File: src/logic/fpu_pkg.sv
// --------------------------------------------------------------------------
// FPU package: widths, operation encodings and request/response types for
// the single-precision non-computational FPU
// --------------------------------------------------------------------------
package fpu_pkg;

    // ----------------------------------------------------------------------
    // Widths
    // ----------------------------------------------------------------------
    localparam int unsigned FLEN          = 32;  // FP32 only
    localparam int unsigned TRANS_ID_BITS = 3;   // Scoreboard tag
    localparam int unsigned STATUS_BITS   = 5;   // {NV, DZ, OF, UF, NX}

    // Canonical quiet NaN, positive sign
    localparam logic [FLEN-1:0] CANON_NAN = 32'h7fc0_0000;

    // Operations as issued
    typedef enum logic [2:0] {
        FSGNJ    = 3'd0,  // rm selects J / JN / JX
        FMIN_MAX = 3'd1,  // rm selects MIN / MAX
        FCMP     = 3'd2,  // rm selects LE / LT / EQ
        FCLASS   = 3'd3,
        FMV_F2X  = 3'd4,
        FMV_X2F  = 3'd5
    } fpu_op_e;

    // Operations inside the unit
    typedef enum logic [2:0] {
        SGNJ     = 3'd0,
        MINMAX   = 3'd1,
        CMP      = 3'd2,
        CLASSIFY = 3'd3,
        MOVE     = 3'd4
    } unit_op_e;

    // Bit positions of the RISC-V class mask
    typedef enum logic [3:0] {
        CLS_NEG_INF     = 4'd0,
        CLS_NEG_NORM    = 4'd1,
        CLS_NEG_SUBNORM = 4'd2,
        CLS_NEG_ZERO    = 4'd3,
        CLS_POS_ZERO    = 4'd4,
        CLS_POS_SUBNORM = 4'd5,
        CLS_POS_NORM    = 4'd6,
        CLS_POS_INF     = 4'd7,
        CLS_SNAN        = 4'd8,
        CLS_QNAN        = 4'd9
    } fpu_class_e;

    // ----------------------------------------------------------------------
    // Unit request and response
    // ----------------------------------------------------------------------
    typedef struct packed {
        logic [TRANS_ID_BITS-1:0] tag;
        unit_op_e                 op;
        logic [1:0]               sub_op;     // Low rm bits
        logic                     illegal;    // Bad rm for this operation
        logic [FLEN-1:0]          operand_a;
        logic [FLEN-1:0]          operand_b;
    } fpu_req_t;

    typedef struct packed {
        logic [TRANS_ID_BITS-1:0] tag;
        logic [FLEN-1:0]          result;
        logic [STATUS_BITS-1:0]   status;     // Only NV is ever set
    } fpu_resp_t;

endpackage

File: src/logic/fpu_op_decoder.sv
// --------------------------------------------------------------------------
// FPU operation decoder: maps the issued operation and rm field onto a
// unit request, flagging rm values an operation does not define
// --------------------------------------------------------------------------
`timescale 1ns/100ps

module fpu_op_decoder (
    input  fpu_pkg::fpu_op_e                       fpu_op_i,
    input  logic [2:0]                             fpu_rm_i,     // Sub-op select
    input  logic [fpu_pkg::FLEN-1:0]               operand_a_i,
    input  logic [fpu_pkg::FLEN-1:0]               operand_b_i,
    input  logic [fpu_pkg::TRANS_ID_BITS-1:0]      trans_id_i,
    output fpu_pkg::fpu_req_t                      req_o
);
    import fpu_pkg::*;

    always_comb begin : p_decode
        // Defaults, operands and tag pass straight through
        req_o.tag       = trans_id_i;
        req_o.operand_a = operand_a_i;
        req_o.operand_b = operand_b_i;
        req_o.op        = SGNJ;
        req_o.sub_op    = fpu_rm_i[1:0];
        req_o.illegal   = 1'b0;

        case (fpu_op_i)
            // J / JN / JX in rm 0..2
            FSGNJ: begin
                req_o.op      = SGNJ;
                req_o.illegal = fpu_rm_i > 3'd2;
            end
            // MIN = 0, MAX = 1
            FMIN_MAX: begin
                req_o.op      = MINMAX;
                req_o.illegal = fpu_rm_i > 3'd1;
            end
            // LE = 0, LT = 1, EQ = 2
            FCMP: begin
                req_o.op      = CMP;
                req_o.illegal = fpu_rm_i > 3'd2;
            end
            FCLASS: begin
                req_o.op     = CLASSIFY;
                req_o.sub_op = 2'd0;           // rm has no meaning here
            end
            // Both moves are a bit-exact copy of a
            FMV_F2X, FMV_X2F: begin
                req_o.op     = MOVE;
                req_o.sub_op = 2'd0;
            end
            default: begin
                req_o.illegal = 1'b1;          // Unused opcode
            end
        endcase
    end

endmodule

File: src/logic/fpu_issue_buffer.sv
// --------------------------------------------------------------------------
// FPU issue buffer: accepts an instruction optimistically and replays it
// from a hold register while the operand stage stalls
// --------------------------------------------------------------------------
`timescale 1ns/100ps

module fpu_issue_buffer (
    input  logic              clk_i,
    input  logic              rst_ni,
    input  logic              flush_i,
    input  logic              valid_i,   // From the issuer
    output logic              ready_o,
    input  fpu_pkg::fpu_req_t req_i,
    output logic              valid_o,   // Towards the operand stage
    input  logic              ready_i,
    output fpu_pkg::fpu_req_t req_o
);
    import fpu_pkg::*;

    typedef enum logic {
        READY,
        STALL
    } state_e;

    state_e   state_q, state_d;
    fpu_req_t hold_q;                    // Request replayed during STALL
    logic     hold_en;
    logic     use_hold;

    // ----------------------------------------------------------------------
    // Protocol inversion FSM
    // ----------------------------------------------------------------------
    always_comb begin : p_fsm
        ready_o  = 1'b0;
        valid_o  = 1'b0;
        hold_en  = 1'b0;
        use_hold = 1'b0;
        state_d  = state_q;

        case (state_q)
            READY: begin
                ready_o = 1'b1;          // Claim ready up front
                valid_o = valid_i;
                // Operand stage full, take the token back and keep a copy
                if (valid_i && !ready_i) begin
                    ready_o = 1'b0;
                    hold_en = 1'b1;
                    state_d = STALL;
                end
            end
            STALL: begin
                valid_o  = 1'b1;
                use_hold = 1'b1;
                if (ready_i) begin
                    ready_o = 1'b1;      // Held request leaves this cycle
                    state_d = READY;
                end
            end
            default: state_d = READY;
        endcase

        if (flush_i) state_d = READY;    // Flush drops the held request
    end

    always_ff @(posedge clk_i or negedge rst_ni) begin : p_state
        if (!rst_ni) begin
            state_q <= READY;
        end else begin
            state_q <= state_d;
        end
    end

    always_ff @(posedge clk_i) begin : p_hold
        if (hold_en) hold_q <= req_i;
    end

    assign req_o = use_hold ? hold_q : req_i;

    // Issuer stays blocked and the held request stays put until the stage frees up
    a_stall_blocks: assert property (@(posedge clk_i) disable iff (!rst_ni)
        (state_q == STALL && !ready_i && !flush_i) |->
            (!ready_o ##1 (state_q == STALL && $stable(req_o))));

endmodule

File: src/logic/fpu_pipe_reg.sv
// --------------------------------------------------------------------------
// One-entry valid/ready pipeline register with flush
// --------------------------------------------------------------------------
`timescale 1ns/100ps

module fpu_pipe_reg #(
    parameter type payload_t = logic
) (
    input  logic     clk_i,
    input  logic     rst_ni,
    input  logic     flush_i,     // Drops the entry at the next edge
    input  logic     valid_i,
    output logic     ready_o,
    input  payload_t data_i,
    output logic     valid_o,
    input  logic     ready_i,
    output payload_t data_o
);

    logic     valid_q;
    payload_t data_q;

    // Empty, or the entry leaves in this cycle
    assign ready_o = !valid_q || ready_i;

    always_ff @(posedge clk_i or negedge rst_ni) begin : p_valid
        if (!rst_ni) begin
            valid_q <= 1'b0;
        end else if (flush_i) begin
            valid_q <= 1'b0;
        end else if (ready_o) begin
            valid_q <= valid_i;
        end
    end

    always_ff @(posedge clk_i) begin : p_data
        if (valid_i && ready_o) data_q <= data_i;
    end

    assign valid_o = valid_q;
    assign data_o  = data_q;

    // A stalled entry must not change under the consumer
    a_hold_stable: assert property (@(posedge clk_i) disable iff (!rst_ni)
        (valid_o && !ready_i && !flush_i) |=> (valid_o && $stable(data_o)));

endmodule

File: src/logic/fpu_noncomp_unit.sv
// --------------------------------------------------------------------------
// FP32 non-computational unit: sign injection, min/max, compare, classify
// and move, with the invalid-operation flag
// --------------------------------------------------------------------------
`timescale 1ns/100ps

module fpu_noncomp_unit (
    input  fpu_pkg::fpu_req_t  req_i,
    output fpu_pkg::fpu_resp_t resp_o
);
    import fpu_pkg::*;

    typedef struct packed {
        logic sign;
        logic zero;
        logic subnorm;
        logic inf;
        logic snan;
        logic qnan;
    } fp_info_t;

    // Field decode of one FP32 value
    function automatic fp_info_t fp_info(input logic [FLEN-1:0] x);
        fp_info_t info;
        logic     exp_ones;
        logic     exp_zero;
        logic     man_zero;
        exp_ones     = &x[30:23];
        exp_zero     = ~|x[30:23];
        man_zero     = ~|x[22:0];
        info.sign    = x[FLEN-1];
        info.zero    = exp_zero && man_zero;
        info.subnorm = exp_zero && !man_zero;
        info.inf     = exp_ones && man_zero;
        info.snan    = exp_ones && !man_zero && !x[22];  // Quiet bit clear
        info.qnan    = exp_ones && x[22];
        return info;
    endfunction

    function automatic fpu_class_e class_of(input fp_info_t i);
        if (i.snan) return CLS_SNAN;
        if (i.qnan) return CLS_QNAN;
        if (i.inf) return i.sign ? CLS_NEG_INF : CLS_POS_INF;
        if (i.zero) return i.sign ? CLS_NEG_ZERO : CLS_POS_ZERO;
        if (i.subnorm) return i.sign ? CLS_NEG_SUBNORM : CLS_POS_SUBNORM;
        return i.sign ? CLS_NEG_NORM : CLS_POS_NORM;
    endfunction

    logic [FLEN-1:0] op_a, op_b;
    fp_info_t        info_a, info_b;
    logic            a_nan, b_nan, any_nan, any_snan;
    logic            a_lt_b, a_eq_b;
    logic [FLEN-1:0] result;
    logic            nv;

    assign op_a     = req_i.operand_a;
    assign op_b     = req_i.operand_b;
    assign info_a   = fp_info(op_a);
    assign info_b   = fp_info(op_b);
    assign a_nan    = info_a.snan || info_a.qnan;
    assign b_nan    = info_b.snan || info_b.qnan;
    assign any_nan  = a_nan || b_nan;
    assign any_snan = info_a.snan || info_b.snan;
    assign a_eq_b   = (op_a == op_b) || (info_a.zero && info_b.zero);  // -0 == +0

    // ----------------------------------------------------------------------
    // Ordering on sign-magnitude, -0 below +0
    // ----------------------------------------------------------------------
    always_comb begin : p_order
        if (info_a.sign != info_b.sign) begin
            a_lt_b = info_a.sign;
        end else if (info_a.sign) begin
            a_lt_b = op_a[FLEN-2:0] > op_b[FLEN-2:0];  // Both negative
        end else begin
            a_lt_b = op_a[FLEN-2:0] < op_b[FLEN-2:0];
        end
    end

    // ----------------------------------------------------------------------
    // Result and NV
    // ----------------------------------------------------------------------
    always_comb begin : p_datapath
        result = '0;
        nv     = 1'b0;
        if (req_i.illegal) begin
            nv = 1'b1;                                   // Zero result
        end else begin
            case (req_i.op)
                SGNJ: begin
                    case (req_i.sub_op)
                        2'd0:    result = {info_b.sign, op_a[FLEN-2:0]};
                        2'd1:    result = {!info_b.sign, op_a[FLEN-2:0]};
                        default: result = {info_a.sign ^ info_b.sign, op_a[FLEN-2:0]};
                    endcase
                end
                MINMAX: begin
                    nv = any_snan;
                    if (a_nan && b_nan) result = CANON_NAN;
                    else if (a_nan) result = op_b;       // NaN loses
                    else if (b_nan) result = op_a;
                    else if (req_i.sub_op[0]) result = a_lt_b ? op_b : op_a;  // MAX
                    else result = a_lt_b ? op_a : op_b;  // MIN
                end
                CMP: begin
                    case (req_i.sub_op)
                        2'd0: begin                      // LE, signalling
                            nv        = any_nan;
                            result[0] = !any_nan && (a_lt_b || a_eq_b);
                        end
                        2'd1: begin                      // LT, signalling
                            nv        = any_nan;
                            result[0] = !any_nan && a_lt_b && !a_eq_b;
                        end
                        default: begin                   // EQ, quiet
                            nv        = any_snan;
                            result[0] = !any_nan && a_eq_b;
                        end
                    endcase
                end
                CLASSIFY: result[class_of(info_a)] = 1'b1;
                MOVE:     result = op_a;
                default:  nv = 1'b1;
            endcase
        end
    end

    assign resp_o.tag    = req_i.tag;
    assign resp_o.result = result;
    assign resp_o.status = {nv, 4'b0000};

    // Bad encodings must reach writeback as zero with NV
    always_comb begin : p_illegal_check
        if (req_i.illegal) begin
            assert (resp_o.result == '0 && resp_o.status[STATUS_BITS-1]);
        end
    end

endmodule

File: src/logic/fpu_top.sv
// --------------------------------------------------------------------------
// FPU top: decoder, issue buffer, operand stage, unit and result stage
// --------------------------------------------------------------------------
`timescale 1ns/100ps

module fpu_top (
    input  logic                                clk_i,
    input  logic                                rst_ni,
    input  logic                                flush_i,
    // Issue side
    input  logic                                fpu_valid_i,
    output logic                                fpu_ready_o,
    input  fpu_pkg::fpu_op_e                    fpu_op_i,
    input  logic [2:0]                          fpu_rm_i,
    input  logic [fpu_pkg::FLEN-1:0]            operand_a_i,
    input  logic [fpu_pkg::FLEN-1:0]            operand_b_i,
    input  logic [fpu_pkg::TRANS_ID_BITS-1:0]   trans_id_i,
    // Writeback side
    output logic                                fpu_valid_o,
    output logic [fpu_pkg::FLEN-1:0]            result_o,
    output logic [fpu_pkg::TRANS_ID_BITS-1:0]   fpu_trans_id_o,
    output logic [fpu_pkg::STATUS_BITS-1:0]     fpu_status_o,
    input  logic                                result_ready_i
);
    import fpu_pkg::*;

    fpu_req_t  dec_req, buf_req, opr_req;
    logic      buf_valid, opr_ready;       // Buffer to operand stage
    logic      opr_valid, res_ready;       // Operand stage to result stage
    fpu_resp_t unit_resp, res_resp;

    fpu_op_decoder u_op_decoder (
        .fpu_op_i, .fpu_rm_i, .operand_a_i, .operand_b_i, .trans_id_i,
        .req_o       (dec_req)
    );

    fpu_issue_buffer u_issue_buffer (
        .clk_i, .rst_ni, .flush_i,
        .valid_i (fpu_valid_i), .ready_o (fpu_ready_o), .req_i (dec_req),
        .valid_o (buf_valid),   .ready_i (opr_ready),   .req_o (buf_req)
    );

    fpu_pipe_reg #(.payload_t(fpu_req_t)) u_operand_stage (
        .clk_i, .rst_ni, .flush_i,
        .valid_i (buf_valid), .ready_o (opr_ready), .data_i (buf_req),
        .valid_o (opr_valid), .ready_i (res_ready), .data_o (opr_req)
    );

    fpu_noncomp_unit u_noncomp_unit (.req_i (opr_req), .resp_o (unit_resp));

    fpu_pipe_reg #(.payload_t(fpu_resp_t)) u_result_stage (
        .clk_i, .rst_ni, .flush_i,
        .valid_i (opr_valid),   .ready_o (res_ready),      .data_i (unit_resp),
        .valid_o (fpu_valid_o), .ready_i (result_ready_i), .data_o (res_resp)
    );

    assign result_o       = res_resp.result;
    assign fpu_trans_id_o = res_resp.tag;
    assign fpu_status_o   = res_resp.status;

endmodule

File: config.mk
export PLATFORM = sky130hd
export DESIGN_NAME = fpu_top
export DESIGN_NICKNAME = d
export VERILOG_FILES = /design/src/logic/fpu_pkg.sv /design/src/logic/fpu_op_decoder.sv /design/src/logic/fpu_issue_buffer.sv /design/src/logic/fpu_pipe_reg.sv /design/src/logic/fpu_noncomp_unit.sv /design/src/logic/fpu_top.sv
export SDC_FILE = /design/constraint.sdc
export NUM_CORES = 1
export LEC_CHECK = 0
export ABC_AREA = 1
export BUFFER_PORTS_ARGS = -buffer_cell sky130_fd_sc_hd__buf_2
export CAP_MARGIN = 20
export CORE_MARGIN = 10
export CORE_UTILIZATION = 60
export CTS_BUF_LIST = sky130_fd_sc_hd__clkbuf_4
export DETAILED_ROUTE_END_ITERATION = 16
export HOLD_SLACK_MARGIN = 0.05
export PLACE_DENSITY = 0.82
export SLEW_MARGIN = 25
export SYNTH_ARGS = -nofsm -noshare
export SYNTH_HDL_FRONTEND = slang
export SYNTH_SLANG_ARGS = --single-unit
File: constraint.sdc
create_clock -name clk_i -period 4.9 [get_ports clk_i]
set_clock_uncertainty 0.1 [all_clocks]
set_input_delay 0 -clock clk_i [delete_from_list [all_inputs] [get_ports clk_i]]
set_output_delay 0 -clock clk_i [all_outputs]
set_load 0.1 [all_outputs]
==> flow_metrics.py <==
metrics = {
    "drt": {
        "routed-via-count": 7866,
        "drcViolationCount": 0,
        "detail_route.wirelength_microns": 26610,
        "route.detailed.vias_per_inst": 5.555,
        "detail_route.wl_per_cell_microns": 18.79,
        "drt_pass1_iterations": 7,
        "postRouteAntennaNets": 0,
        "detail_route.iter0.violations": 912,
    },
    "min_path": {
        "min_path_type": "in -> reg",
        "holdCritStartpoint": "operand_a_i[27]",
        "hold_path_depth": 2,
        "whs_endpoint": "u_issue_buffer.hold_q[59]",
    },
    "clock_tree": {
        "clock-sinks": 185,
        "postCtsResizedCells": 0,
        "max-clock-path-buffers": 2,
        "clkLatencyLatePin_ps": 600,
        "tritoncts": "built",
        "cts_htree_levels": 4,
        "cts_root_buffer": "sky130_fd_sc_hd__clkbuf_4",
        "register_clock_pin_slew_on_the_reported_worst_setup_and_hold_paths_ps": 150,
        "cts_inserted_buffers": 17,
    },
    "global_route": {
        "grt_pass1_vias": 7850,
        "grt_max_degree": 48,
        "antenna_found_initial": 3,
        "grt_usage_pct": 25.98,
        "grt_first_pass_wirelength_microns": 41400,
        "overflow": 0,
    },
    "sta": {
        "setup_viol": 0,
        "layout_worst_path_cycle_share_pct": 71.49,
        "report.final.slew_viol_count": 0,
        "max_slew.worst_pin.slew_ps": 791.6,
        "layout_min_cycle_time_ps": 3503,
        "number_of_endpoints_with_negative_hold_slack_in_the_final_report": 0,
        "timing.slew.headroom_pct": 47.04,
        "rsz0062_at_grt": "false",
        "clock.fmax_mhz": 285.5,
        "timing.setup.tns_ps": 0,
    },
    "yosys": {
        "yosys_register_bits": 185,
        "synth_cells": 954,
        "mappedNetlistArea_sq_mm": 0.009184,
        "async_reset_ff_share_pct": 1.622,
        "ys.flop_type": "sky130_fd_sc_hd__edfxtp_1",
        "synth.lib_cells_used.distinct": 34,
        "number_of_warnings_printed_during_yosys_synthesis": 0,
        "portion_of_the_post_synthesis_area_used_by_sequential_elements_pct": 60.33,
        "synth-edff-count": 182,
        "postSynthAreaPerCell_sq_um": 9.627,
    },
    "power_and_ir_drop": {
        "totalPowerFinal_uw": 3278,
        "cellLeakagePower_uw": 0.005135,
        "power_per_cell_area_mw_per_mm2": 280.7,
        "worst_ir_drop_vdd_mv": 0.2142,
    },
    "job": {
        "max_cap_violations": 0,
    },
    "setup_path": {
        "timing.critical_path.required_ps": 5270,
        "regToRegSetupSlack_ps": 1400,
        "critical_path_peak_fanout": 39,
        "r2r.worst_path.cells": 19,
        "rr_endpoint": "u_result_stage.data_o[29]",
        "worstSetupStartpointType": "flop",
        "worst-endpoint-arrival_ps": 3870,
        "worst_setup_path_end_kind": "flop",
        "cp-startpoint": "u_operand_stage.data_o[22]",
        "critPathKind": "reg -> reg",
        "worstReg2RegStart": "u_operand_stage.data_o[22]",
    },
    "cells_and_area": {
        "final_nets": 1323,
        "most-common-layout-cells": "sky130_fd_sc_hd__nand2_1 (350), sky130_fd_sc_hd__edfxtp_1 (182), sky130_fd_sc_hd__dlygate4sd3_1 (147)",
        "leading_cell_type_in_the_layout_fill_and_taps_excluded": "sky130_fd_sc_hd__nand2_1",
        "drive_above_1_share_pct": 16.33,
        "post_layout_nonfiller_instances": 1416,
        "area_growth_syn_to_layout_pct": 27.15,
        "number_of_fill_cells": 894,
    },
    "status": {
        "outcome": "finished clean",
    },
    "placed_design": {
        "hpwl_microns": 15380,
        "port_buffers": 115,
        "place_inst": 1233,
        "globalplace.congestion": 0.9451,
    },
    "floorplanning": {
        "die_area_sq_mm": 0.02066,
        "row_count": 45,
        "initial_utilization_pct": 60.86,
        "core_footprint_sq_mm": 0.01509,
        "ios": 120,
        "die_height_microns": 143.7,
        "chipWidth_microns": 143.7,
    },
}
[metal layers]
metal	global-route usage [%]	up-vias	share of wire, %	wire length, microns
met5	0	-	0	0
met4	11.50	0	3.6	964
met3	6.535	74	9.4	2503
met2	42.16	446	49	12950
met1	32.24	3676	38	10190
li1	-	3670	-	-
[synthesized netlist by cell type (2+ instances only)]
cell | n | area share, %
sky130_fd_sc_hd__nand2_1 | 350 | 14
sky130_fd_sc_hd__edfxtp_1 | 182 | 60
sky130_fd_sc_hd__inv_1 | 119 | 4.9
sky130_fd_sc_hd__nand3_1 | 54 | 2.9
sky130_fd_sc_hd__a21oi_1 | 39 | 2.1
sky130_fd_sc_hd__nor2_1 | 38 | 1.6
sky130_fd_sc_hd__ha_1 | 33 | 4.5
sky130_fd_sc_hd__clkbuf_1 | 22 | 0.90
sky130_fd_sc_hd__nand4_1 | 17 | 1.2
sky130_fd_sc_hd__nand2_2 | 14 | 0.95
sky130_fd_sc_hd__o21ai_0 | 14 | 0.76
sky130_fd_sc_hd__nand3_2 | 11 | 1.2
sky130_fd_sc_hd__a21oi_2 | 10 | 0.95
sky130_fd_sc_hd__o21ai_1 | 8 | 0.44
sky130_fd_sc_hd__buf_4 | 6 | 0.49
sky130_fd_sc_hd__nor3_1 | 6 | 0.33
sky130_fd_sc_hd__buf_2 | 5 | 0.27
sky130_fd_sc_hd__dfrtp_1 | 3 | 0.82
sky130_fd_sc_hd__o211ai_1 | 3 | 0.25
sky130_fd_sc_hd__buf_1 | 2 | 0.082
sky130_fd_sc_hd__buf_6 | 2 | 0.25
sky130_fd_sc_hd__nand3b_1 | 2 | 0.16
sky130_fd_sc_hd__nor4_1 | 2 | 0.14
sky130_fd_sc_hd__o22ai_1 | 2 | 0.14
[power breakdown]
group | internal (uW) | total (uW) | switching (uW)
clock | 262 | 803 | 541
sequential | 1810 | 1850 | 42.9
combinational | 212 | 622 | 410
[worst max-delay path, stage by stage (launching register included)]
cell and delay [ps]:
sky130_fd_sc_hd__edfxtp_1 550, sky130_fd_sc_hd__inv_1 100, sky130_fd_sc_hd__ha_1 320, sky130_fd_sc_hd__nand2_1 60
sky130_fd_sc_hd__inv_1 50, sky130_fd_sc_hd__nand3_1 140, sky130_fd_sc_hd__inv_1 60, sky130_fd_sc_hd__nand2_1 60
sky130_fd_sc_hd__nor2_1 40, sky130_fd_sc_hd__nor2_1 140, sky130_fd_sc_hd__nand3_1 90, sky130_fd_sc_hd__nand2_1 120
sky130_fd_sc_hd__nand2_1 80, sky130_fd_sc_hd__nand2_2 70, sky130_fd_sc_hd__nand3_4 240, sky130_fd_sc_hd__nand2_2 690
sky130_fd_sc_hd__nand2_1 110, sky130_fd_sc_hd__o21ai_1 120, sky130_fd_sc_hd__nand2_1 90, sky130_fd_sc_hd__a21oi_1 150
[cell type report]
class                      count  area, sq um  share of cell area (%)
inverter                     120        450.4                   3.857
multi-input combinational    615         3037                   26.00
antenna                        3        7.507                 0.06429
sequential                   185         5542                   47.46
tap                          188        235.2                   2.014
clock inverter                14        121.4                   1.039
timing repair buffer         273         2150                   18.41
clock buffer                  18        135.1                   1.157
[flip-flops by register name, summed over array words and instances (netlist names)]
name,flops
u_operand_stage.valid_o,1
u_issue_buffer.state_q,1
u_issue_buffer.hold_q,73
u_operand_stage.data_o,73
u_result_stage.data_o,36
u_result_stage.valid_o,1
[timing repair]
item,4_1_cts,5_1_grt
hold buffers,146,1
buffers inserted,0,0
hold endpoints to repair,178,1
[stage by stage]
stage	utilization (%)	cell area (sq um)	hold WS [ps]	worst slack, ps
floorplan	-	9198	-395.6	1107
global placement	65.70	9915	-301.4	1568
detailed placement	65.70	9915	-296.2	1499
CTS	77.09	11630	50.79	1480
global route	77.39	11680	57.36	1076
finish	77.39	11680	60.62	1397
[worst max-delay path by stage]
stage / to / slack (ps)
finish: u_result_stage.data_o[29] / 1400
global route: u_result_stage.data_o[33] / 1080
CTS: u_result_stage.data_o[28] / 1480
detailed placement: u_result_stage.data_o[28] / 1500
global placement: u_result_stage.data_o[19] / 1570
floorplan: u_issue_buffer.hold_q[0] / 1110
[kinds of logic (layout without fill, tap and decap cells)]
| group | count (synthesis) | count (layout) | share of synthesized area (%) |
|---|---|---|---|
| and+or+nand+nor | 498 | 498 | 23.24 |
| DFF | 185 | 185 | 60.33 |
| buffers and inverters | 157 | 425 | 6.894 |
| AOI/OAI and AO/OA | 79 | 79 | 4.905 |
| adders and majority gates | 33 | 33 | 4.496 |
| other | 1 | 7 | 0.04083 |
| xor gates and xnor gates | 1 | 1 | 0.09539 |
No activity file was read; power rests on OpenSTA's default activity.
